[config.mk]
export PLATFORM = sky130hd
export DESIGN_NAME = mp0
export DESIGN_NICKNAME = d
export VERILOG_FILES = /design/src/lc3b_types.sv /design/src/cache_types.sv /design/src/arbiter.sv /design/src/l2_cache.sv /design/src/mp0.sv /design/src/perf_counters.sv
export VERILOG_INCLUDE_DIRS = /design/src /design/src/src
export SDC_FILE = /design/constraint.sdc
export NUM_CORES = 1
export LEC_CHECK = 0
export BUFFER_PORTS_ARGS = -buffer_cell sky130_fd_sc_hd__buf_2
export CELL_PAD_IN_SITES_DETAIL_PLACEMENT = 2
export CELL_PAD_IN_SITES_GLOBAL_PLACEMENT = 2
export CORE_MARGIN = 2
export CORE_UTILIZATION = 42
export DETAILED_ROUTE_END_ITERATION = 8
export MAX_ROUTING_LAYER = met4
export PLACE_DENSITY_LB_ADDON = 0.1
export SYNTH_ARGS = -nofsm -noshare
export SYNTH_HDL_FRONTEND = slang
export SYNTH_SLANG_ARGS = --single-unit
[constraint.sdc]
create_clock -name clk -period 10.1 [get_ports clk]
set_clock_uncertainty 0.1 [all_clocks]
set_input_delay 1.515 -clock clk [delete_from_list [all_inputs] [get_ports clk]]
set_output_delay 1.515 -clock clk [all_outputs]
set_load 0.01 [all_outputs]
[src/cache_defines.svh]
`ifndef CACHE_DEFINES_SVH
`define CACHE_DEFINES_SVH

// l2 geometry, 16-byte lines in 8 direct-mapped sets
`define L2_LINE_BYTES   16
`define L2_SETS         8
`define L2_INDEX_BITS   3
`define L2_OFFSET_BITS  4
`define L2_TAG_BITS     9

// performance counter bank and slot order
`define NUM_COUNTERS    4
`define CNT_L2HIT       0
`define CNT_L2MISS      1
`define CNT_IGRANT      2
`define CNT_DGRANT      3

`endif

[src/lc3b_types.sv]
package lc3b_types;

    localparam int WORD_BITS  = 16;
    localparam int LINE_WORDS = 8;                      // words per cacheline
    localparam int LINE_BITS  = WORD_BITS * LINE_WORDS;

    // byte address or data word
    typedef logic [WORD_BITS-1:0] lc3b_word;

    // whole cacheline, word 0 in the low bits
    typedef logic [LINE_BITS-1:0] lc3b_cacheline;

endpackage : lc3b_types

[src/cache_types.sv]
`include "cache_defines.svh"

package cache_types;

    // operation carried by every memory-side request
    typedef enum logic [1:0] {
        OP_NONE  = 2'd0,
        OP_READ  = 2'd1,
        OP_WRITE = 2'd2
    } mem_op_e;

    typedef struct packed {
        mem_op_e                   op;
        lc3b_types::lc3b_word      address;  // line aligned, offset ignored
        lc3b_types::lc3b_cacheline wdata;
    } mem_req_t;

    typedef struct packed {
        logic                      resp;     // one-cycle pulse
        lc3b_types::lc3b_cacheline rdata;
    } mem_rsp_t;

    // l2 controller states
    typedef enum logic [1:0] {
        S_IDLE,
        S_WRITEBACK,
        S_ALLOCATE,
        S_RESPOND
    } l2_state_e;

    typedef lc3b_types::lc3b_word [`NUM_COUNTERS-1:0] counter_vec_t;

endpackage : cache_types

[src/arbiter.sv]
module arbiter (
    input  logic                  clk,
    input  logic                  i_arst_n,
    input  cache_types::mem_req_t i_ireq,
    input  cache_types::mem_req_t i_dreq,
    output cache_types::mem_rsp_t o_irsp,
    output cache_types::mem_rsp_t o_drsp,
    output cache_types::mem_req_t o_l2_req,
    input  cache_types::mem_rsp_t i_l2_rsp,
    output logic                  o_igrant,
    output logic                  o_dgrant
);
    import lc3b_types::*;
    import cache_types::*;

    logic          busy_q;
    logic          gnt_d_q;      // port that owns the l2, 1 = data
    logic          last_d_q;     // port served last
    logic          igrant_q;
    logic          dgrant_q;
    mem_op_e       req_op_q;
    lc3b_word      req_addr_q;
    lc3b_cacheline req_wdata_q;

    logic          ireq_v;
    logic          dreq_v;
    logic          take;
    logic          pick_d;
    mem_req_t      winner;

    assign ireq_v = i_ireq.op != OP_NONE;
    assign dreq_v = i_dreq.op != OP_NONE;
    assign take   = !busy_q && (ireq_v || dreq_v);

    // on a tie the port not served last wins
    assign pick_d = dreq_v && (!ireq_v || !last_d_q);
    assign winner = pick_d ? i_dreq : i_ireq;

    always_ff @(posedge clk or negedge i_arst_n) begin
        if (!i_arst_n) begin
            busy_q   <= 1'b0;
            gnt_d_q  <= 1'b0;
            last_d_q <= 1'b0;
            igrant_q <= 1'b0;
            dgrant_q <= 1'b0;
            req_op_q <= OP_NONE;
        end else begin
            igrant_q <= take && !pick_d;
            dgrant_q <= take && pick_d;
            if (take) begin
                busy_q   <= 1'b1;
                gnt_d_q  <= pick_d;
                req_op_q <= winner.op;
            end else if (busy_q && i_l2_rsp.resp) begin
                busy_q   <= 1'b0;
                last_d_q <= gnt_d_q;
                req_op_q <= OP_NONE;   // idle again next cycle
            end
        end
    end

    always_ff @(posedge clk) begin
        if (take) begin
            req_addr_q  <= winner.address;
            req_wdata_q <= winner.wdata;
        end
    end

    always_comb begin
        o_l2_req.op      = req_op_q;
        o_l2_req.address = req_addr_q;
        o_l2_req.wdata   = req_wdata_q;
    end

    // steer the l2 answer back to the granted port
    always_comb begin
        o_irsp       = i_l2_rsp;
        o_drsp       = i_l2_rsp;
        o_irsp.resp  = i_l2_rsp.resp && busy_q && !gnt_d_q;
        o_drsp.resp  = i_l2_rsp.resp && busy_q && gnt_d_q;
    end

    assign o_igrant = igrant_q;
    assign o_dgrant = dgrant_q;

    // an answer only reaches a port that still holds its request
    a_rsp_to_req: assert property (@(posedge clk) disable iff (!i_arst_n)
        !(o_irsp.resp && !ireq_v) && !(o_drsp.resp && !dreq_v));

    // the l2 only answers a request this stage placed
    a_rsp_owned: assert property (@(posedge clk) disable iff (!i_arst_n)
        i_l2_rsp.resp |-> busy_q);

endmodule : arbiter

[src/l2_cache.sv]
`include "cache_defines.svh"

module l2_cache (
    input  logic                  clk,
    input  logic                  i_arst_n,
    input  cache_types::mem_req_t i_req,
    output cache_types::mem_rsp_t o_rsp,
    output cache_types::mem_req_t o_pmem_req,
    input  cache_types::mem_rsp_t i_pmem_rsp,
    output logic                  o_hit,
    output logic                  o_miss
);
    import lc3b_types::*;
    import cache_types::*;

    l2_state_e                 state_q;

    // line storage
    lc3b_cacheline             data_q [`L2_SETS];
    logic [`L2_TAG_BITS-1:0]   tag_q  [`L2_SETS];
    logic [`L2_SETS-1:0]       valid_q;
    logic [`L2_SETS-1:0]       dirty_q;

    logic [`L2_INDEX_BITS-1:0] idx;
    logic [`L2_TAG_BITS-1:0]   tag;
    logic                      req_valid;
    logic                      is_write;
    logic                      hit;
    logic                      decide;
    logic                      hit_write;
    logic                      fill_done;
    logic                      victim_dirty;

    // address split: tag | index | offset
    assign idx = i_req.address[`L2_OFFSET_BITS +: `L2_INDEX_BITS];
    assign tag = i_req.address[(`L2_OFFSET_BITS + `L2_INDEX_BITS) +: `L2_TAG_BITS];

    assign req_valid    = i_req.op != OP_NONE;
    assign is_write     = i_req.op == OP_WRITE;
    assign hit          = valid_q[idx] && (tag_q[idx] == tag);
    assign victim_dirty = valid_q[idx] && dirty_q[idx];

    // request is decided exactly once, in its single S_IDLE cycle
    assign decide    = (state_q == S_IDLE) && req_valid;
    assign hit_write = decide && hit && is_write;
    assign fill_done = (state_q == S_ALLOCATE) && i_pmem_rsp.resp;

    assign o_hit  = decide && hit;
    assign o_miss = decide && !hit;

    // controller and line status
    always_ff @(posedge clk or negedge i_arst_n) begin
        if (!i_arst_n) begin
            state_q <= S_IDLE;
            valid_q <= '0;
            dirty_q <= '0;
        end else begin
            case (state_q)
                S_IDLE: begin
                    if (req_valid) begin
                        if (hit) begin
                            state_q <= S_RESPOND;
                            if (is_write) begin
                                dirty_q[idx] <= 1'b1;
                            end
                        end else if (victim_dirty) begin
                            state_q <= S_WRITEBACK;
                        end else begin
                            state_q <= S_ALLOCATE;
                        end
                    end
                end
                S_WRITEBACK: begin
                    if (i_pmem_rsp.resp) begin
                        dirty_q[idx] <= 1'b0;   // victim now clean in memory
                        state_q      <= S_ALLOCATE;
                    end
                end
                S_ALLOCATE: begin
                    if (i_pmem_rsp.resp) begin
                        valid_q[idx] <= 1'b1;
                        dirty_q[idx] <= is_write;   // write miss lands dirty
                        state_q      <= S_RESPOND;
                    end
                end
                S_RESPOND: begin
                    state_q <= S_IDLE;
                end
                default: begin
                    state_q <= S_IDLE;
                end
            endcase
        end
    end

    // data and tag arrays
    always_ff @(posedge clk) begin
        if (hit_write) begin
            data_q[idx] <= i_req.wdata;   // whole line replaced
        end else if (fill_done) begin
            data_q[idx] <= is_write ? i_req.wdata : i_pmem_rsp.rdata;
            tag_q[idx]  <= tag;
        end
    end

    // answer to the arbiter, line is already in place by S_RESPOND
    always_comb begin
        o_rsp.resp  = state_q == S_RESPOND;
        o_rsp.rdata = data_q[idx];
    end

    // memory side
    always_comb begin
        o_pmem_req.op      = OP_NONE;
        o_pmem_req.address = {tag, idx, {`L2_OFFSET_BITS{1'b0}}};
        o_pmem_req.wdata   = data_q[idx];
        case (state_q)
            S_WRITEBACK: begin
                // victim goes back to its own address
                o_pmem_req.op      = OP_WRITE;
                o_pmem_req.address = {tag_q[idx], idx, {`L2_OFFSET_BITS{1'b0}}};
            end
            S_ALLOCATE: begin
                o_pmem_req.op = OP_READ;
            end
            default: begin
                o_pmem_req.op = OP_NONE;
            end
        endcase
    end

    a_pmem_stable: assert property (@(posedge clk) disable iff (!i_arst_n)
        (o_pmem_req.op != OP_NONE && !i_pmem_rsp.resp) |=> $stable(o_pmem_req));

    // the requester must still hold its request when answered
    a_rsp_has_req: assert property (@(posedge clk) disable iff (!i_arst_n)
        o_rsp.resp |-> req_valid && $stable(i_req));

endmodule : l2_cache

[src/mp0.sv]
`include "cache_defines.svh"

module mp0 (
    input  logic                      clk,
    input  logic                      i_arst_n,

    // instruction and data L1 ports
    input  cache_types::mem_req_t     i_ireq,
    output cache_types::mem_rsp_t     o_irsp,
    input  cache_types::mem_req_t     i_dreq,
    output cache_types::mem_rsp_t     o_drsp,

    // physical memory
    output cache_types::mem_req_t     o_pmem_req,
    input  cache_types::mem_rsp_t     i_pmem_rsp,

    // counter bank
    input  logic [`NUM_COUNTERS-1:0]  i_counter_clear,
    output cache_types::counter_vec_t o_counts
);
    import cache_types::*;

    mem_req_t                 l2_req;
    mem_rsp_t                 l2_rsp;
    logic                     l2_hit;
    logic                     l2_miss;
    logic                     igrant;
    logic                     dgrant;
    logic [`NUM_COUNTERS-1:0] events;

    arbiter u_arbiter (
        .clk,
        .i_arst_n,
        .i_ireq,
        .i_dreq,
        .o_irsp,
        .o_drsp,
        .o_l2_req (l2_req),
        .i_l2_rsp (l2_rsp),
        .o_igrant (igrant),
        .o_dgrant (dgrant)
    );

    l2_cache u_l2_cache (
        .clk,
        .i_arst_n,
        .i_req      (l2_req),
        .o_rsp      (l2_rsp),
        .o_pmem_req,
        .i_pmem_rsp,
        .o_hit      (l2_hit),
        .o_miss     (l2_miss)
    );

    // event slots in counter order
    assign events[`CNT_L2HIT]  = l2_hit;
    assign events[`CNT_L2MISS] = l2_miss;
    assign events[`CNT_IGRANT] = igrant;
    assign events[`CNT_DGRANT] = dgrant;

    perf_counters u_perf_counters (
        .clk,
        .i_arst_n,
        .i_inc    (events),
        .i_clear  (i_counter_clear),
        .o_counts
    );

endmodule : mp0

[src/perf_counters.sv]
`include "cache_defines.svh"

module perf_counters (
    input  logic                      clk,
    input  logic                      i_arst_n,
    input  logic [`NUM_COUNTERS-1:0]  i_inc,
    input  logic [`NUM_COUNTERS-1:0]  i_clear,
    output cache_types::counter_vec_t o_counts
);
    import cache_types::*;

    counter_vec_t counts_q;

    always_ff @(posedge clk or negedge i_arst_n) begin
        if (!i_arst_n) begin
            counts_q <= '0;
        end else begin
            for (int i = 0; i < `NUM_COUNTERS; i++) begin
                if (i_clear[i]) begin
                    counts_q[i] <= '0;   // clear beats increment
                end else if (i_inc[i] && (counts_q[i] != 16'hFFFF)) begin
                    counts_q[i] <= counts_q[i] + 16'd1;
                end
            end
        end
    end

    assign o_counts = counts_q;

endmodule : perf_counters

Yosys cells after proc, flatten, opt, wreduce, memory -nomap -nowiden
Memories as Yosys holds them, arrays and structs flattened. A register that Yosys moved wholly into a read port is not among the register bits.
Cells that the tools add are included.
Widths: inputs -> output; s select.
Operators by class
  $add $sub $neg: 4
  reductions and logical operators: 41
  equality and inequality tests: 14
  order comparisons: 2
  bitwise logic cells: 6
  mux-type cells: 43
Operator list (count)
  $mux 128: 2
  $mux 146: 1
  $mux 16: 9
  $add 16x1->16 const B: 4
  $ne 16x16->1 const B: 4
  $mux 8: 5
  $pmux 8 s3: 1
  $logic_and 1x1->1: 19
  $or 8x8->8: 2
  $reduce_bool 2->1: 8
  $mux 2: 7
  $mux 1: 10
  $eq 9x9->1: 1
  $and 8x8->8: 1
  $bwmux 8: 1
  $not 8->8: 1
  $pmux 2 s4: 1
  $bmux 1 s3: 2
  $eq 2x2->1 const B: 3
  $logic_not 1->1: 6
  $mux 3: 2
  $ne 2x1->1 const B: 3
  $reduce_and 6->1: 1
  $lt 3x4->1 const B: 1
  12 further kinds: 15
Word-level totals
  logic and storage cells: 127
  register bits after elaboration: 233
  memories: 2
  RAM bits: 1096
  bits of input ports: 427
Memories
  u_l2_cache.data_q: depth 8, width 128, rd ports 1, clocked after memory_dff 1, write ports 1, line l2_cache.sv:19  | lc3b_cacheline data_q [`L2_SETS];
  u_l2_cache.tag_q: depth 8, width 9, rd ports 1, clocked after memory_dff 1, write ports 1, line l2_cache.sv:20  | logic [`L2_TAG_BITS-1:0] tag_q [`L2_SETS];

Depth between registers and ports, before layout
  depth in word-level cells: 9
  depth in mapped cells: 12
  depth with buffers taken out: 8

By module
From an unflattened synthesis, not the netlist that was laid out.
Second synthesis, totals
  cell total of the unflattened synthesis: 3346
  area, all modules: 55087.8 um2
Modules (own cells, without submodules)
  l2_cache: area each 42798.5 um2, times used 1, cells each 2400
  arbiter: area each 8946.1 um2, times used 1, cells each 593
  perf_counters: area each 3343.2 um2, times used 1, cells each 353

Worst setup path after synthesis
No wires, ideal clock.
  kind: reg-to-reg
  start point: register with a tool-made name
  end point: memory u_l2_cache.data_q[3][0] in the netlist's numbering (enable)
  required time: 9.383 ns
  path slack: 1.667 ns
  library setup time: 0.617 ns
  arrival: 7.715 ns
  cell stages (with the launch flop): 11
  cell sequence: dfxtp_1 clkbuf_1 buf_2 mux2i_1 mux4_2 xnor2_1 nor3_1 nand4_4 buf_2 o21a_1 nor2_1
RTL lines (line)
  end: declaration: l2_cache.sv:19

==> results.cfg <==
[logic_synthesis]
ys_seq_area_frac = 0.707
synth_area_um2 = 55700
syn_inst = 2917
avgSynthCellArea_um2 = 19.1
async_reset_ff_frac = 0.0670
yosysUniqueCellTypes = 63
ys.flop_type = edfxtp_1
yosys_warnings = 0
synth_edf_count = 1236
ys_ff_latch = 1328

[sta]
slew_headroom = 0.171
max_clock_freq_mhz = 145
rsz0062_at_grt = no
hold_viol = 0
finalSetupViolCount = 0
setup-tns-final_ns = 0
finalCriticalPeriod_ns = 6.89
fin_crit_sh = 0.682
worst_slack_ns = 3.21
worst_slew_pin_slew_ns = 1.24
maxSlewViolCount = 0

[routing]
vias_per_cell = 5.39
vias = 29400
ant_nets = 0
totalWireLength_mm = 151
first_iter_violations = 1855
drc = 0
drt_pass1_iterations = 5
wl_per_cell_um = 27.8

[clock_network]
clockBufferDepth = 3
path_clk_slew_ns = 0.06
holdBufCountCts = 0
cts_tree = built
clock_latency_ns = 0.74
post_cts_resized = 0
cts_htree_levels = 4
cts_sinks = 1328
numCtsBuffers = 147
cts-root-buf = clkbuf_16
cts_setup_buffers = 0

[global_routing]
top_usage_layer = met2
grt_use_met3 = 0.0389
grt_util_met1 = 0.278
antenna_found_initial = 7
grt_pass1_vias = 33100
grt_use_met2 = 0.394
grt_max_degree = 157
grt_pass1_wl_mm = 222
track_usage = 0.228
gr-total-overflow = 0

[power]
p_per_area_nw_per_um2 = 301
ir_drop_uv = 187
p_leak_nw = 22.8
p_total_mw = 19.5

[finish]
area_growth_syn_to_layout_pct = 16.2
fin_area_um2 = 64800
utilization = 0.492
drive_gt1_frac = 0.493
nets = 4025

[place]
gp_congestion = 0.855
post-dp-hpwl_mm = 95.7
place_area_um2 = 60300
port_buffers = 882
pre_cts_ws_ns = 3.13

[worst_setup_path]
path_class = reg -> reg
crit_fanout = 51
worstPathRequired_ns = 10.36
critPathArrivalTime_ns = 7.15
critPathLaunchType = flip-flop
end_kind = flip-flop

[floorplanning]
initial_core_util = 0.423
num_io_pins = 895
row_count = 133
core_region_area_um2 = 132000
die_area_um2 = 136000
die_w_um = 368
chipHeight_um = 368

[worst_hold_path]
hp-class = reg -> reg

[job]
cap_violations = 0

[outcome]
status = finished, final reports clean
sequential cells by signal (all words and copies together) (netlist names), 2 cells and up, named ones only:
name and cells:
u_arbiter.req_addr_q 12, u_l2_cache.dirty_q 8, u_l2_cache.tag_q 72, u_arbiter.req_op_q 2, u_perf_counters.o_counts 64, u_l2_cache.state_q 2
u_l2_cache.data_q 1024, u_arbiter.req_wdata_q 128, u_l2_cache.valid_q 8
synthesized netlist by cell type, types with 4 or more instances:
master,instances,area [µm²]
edfxtp_1,1236,37100
mux2_2,410,4620
buf_4,267,2000
mux4_2,264,5950
clkbuf_1,101,379
dfrtp_1,89,2230
nor2_1,87,327
nand2_1,39,146
nand3_1,37,185
a21oi_1,35,175
buf_1,25,93.8
mux2i_1,25,250
and3_1,23,144
inv_1,20,75.1
o21ai_0,20,100
or3_1,17,106
nand4_1,16,100
nor2b_1,16,100
xnor2_1,15,131
xor2_1,15,131
nor3_1,14,70.1
o31ai_1,12,90.1
ha_1,9,113
or4_1,9,67.6
o21bai_1,8,60.1
a21o_1,7,52.6
a22oi_1,7,52.6
and2_1,7,43.8
and4_1,6,52.6
buf_2,6,30.0
nand2b_1,6,37.5
or2_2,5,31.3
a211o_1,4,35.0
mux2_1,4,45.0
mux4_1,4,105
nor4b_1,4,35.0
o211ai_1,4,30.0
o32ai_1,4,35.0
per-stage QoR:
| stage | instances | hold WS, ns |
|---|---|---|
| finish | 5446 | 0.377 |
| floorplan | 2920 | 0.338 |
| global route | 5445 | 0.415 |
| global placement | 5195 | 0.354 |
| CTS | 5443 | 0.378 |
| detailed placement | 5195 | 0.362 |
cell families (layout without fill, tap and decap cells):
group / after synthesis / count (layout) / synth area share
simple gates: 300 / 300 / 0.0284
buf+inv: 422 / 1190 / 0.0469
xor+xnor: 30 / 30 / 0.00471
flops: 1328 / 1328 / 0.707
compound gates: 119 / 119 / 0.0141
fa+ha+maj: 9 / 9 / 0.00202
other cells: 1 / 7 / 0.0000673
mux: 708 / 708 / 0.197
per-layer routing:
layer  up-vias  part of all wire  wire [µm]
li1      12700                 -          -
met3       173             0.047       7070
met5         -                 0          0
met1     15600              0.41      61400
met2       849              0.53      79700
met4         0             0.020       3040
power breakdown:
| part | internal [mW] | total (mW) | leakage [nW] | switching, mW |
|---|---|---|---|---|
| clock network | 2.96 | 5.10 | 2.17 | 2.14 |
| registers | 7.12 | 7.47 | 12.4 | 0.356 |
| logic | 2.88 | 6.91 | 8.20 | 4.03 |
| total | 13.0 | 19.5 | 22.8 | 6.52 |
cell type report:
type                            count  area [µm²]
Inverter                           20        80.1
Timing Repair Buffer              922        4800
Fill cell                       11900       66800
Multi-Input combinational cell   1170       13800
Tap cell                         1755        2200
Antenna cell                        3        7.51
Clock inverter                     57         512
Clock buffer                      191        3970
Sequential cell                  1328       39400
path summary, 6_finish.rpt:
check / start / endpoint / slack [ns] / cells past startpoint
worst max-delay path: flip-flop / u_l2_cache.data_q[6][68] / 3.21 / 10
worst min-delay path: u_arbiter.last_d_q / u_arbiter.last_d_q / 0.38 / 1
worst max register to register: flip-flop / u_l2_cache.data_q[6][68] / 3.21 / 10
worst min register to register: u_arbiter.last_d_q / u_arbiter.last_d_q / 0.38 / 1
max in group asynchronous: i_arst_n / u_perf_counters.o_counts[3] / 8.12 / 2
min in group asynchronous: i_arst_n / u_arbiter.gnt_d_q / 0.66 / 1
critical path, cell delays in order (launching register included):
cell	delay [ns]
dfxtp_4	0.92
buf_4	0.93
nand2_1	0.13
a2bb2oi_1	0.22
and3_1	0.21
nor3_1	0.66
nand4_4	0.66
o21a_1	0.70
nor2_4	0.46
buf_4	0.77
buf_4	0.59
cell usage in the layout, fill, tap and decap left out, drive strengths merged, types with 21 or more instances in the layout:
cell type / count
edfxtp: 1236
buf: 922
mux2: 414
mux4: 268
clkbuf: 191
dfrtp: 89
nor2: 87
nand2: 39
clkinv: 38
nand3: 37
a21oi: 35
mux2i: 26
and3: 23
inv: 23
o21ai: 21
Power figures use the tool's default switching activity.
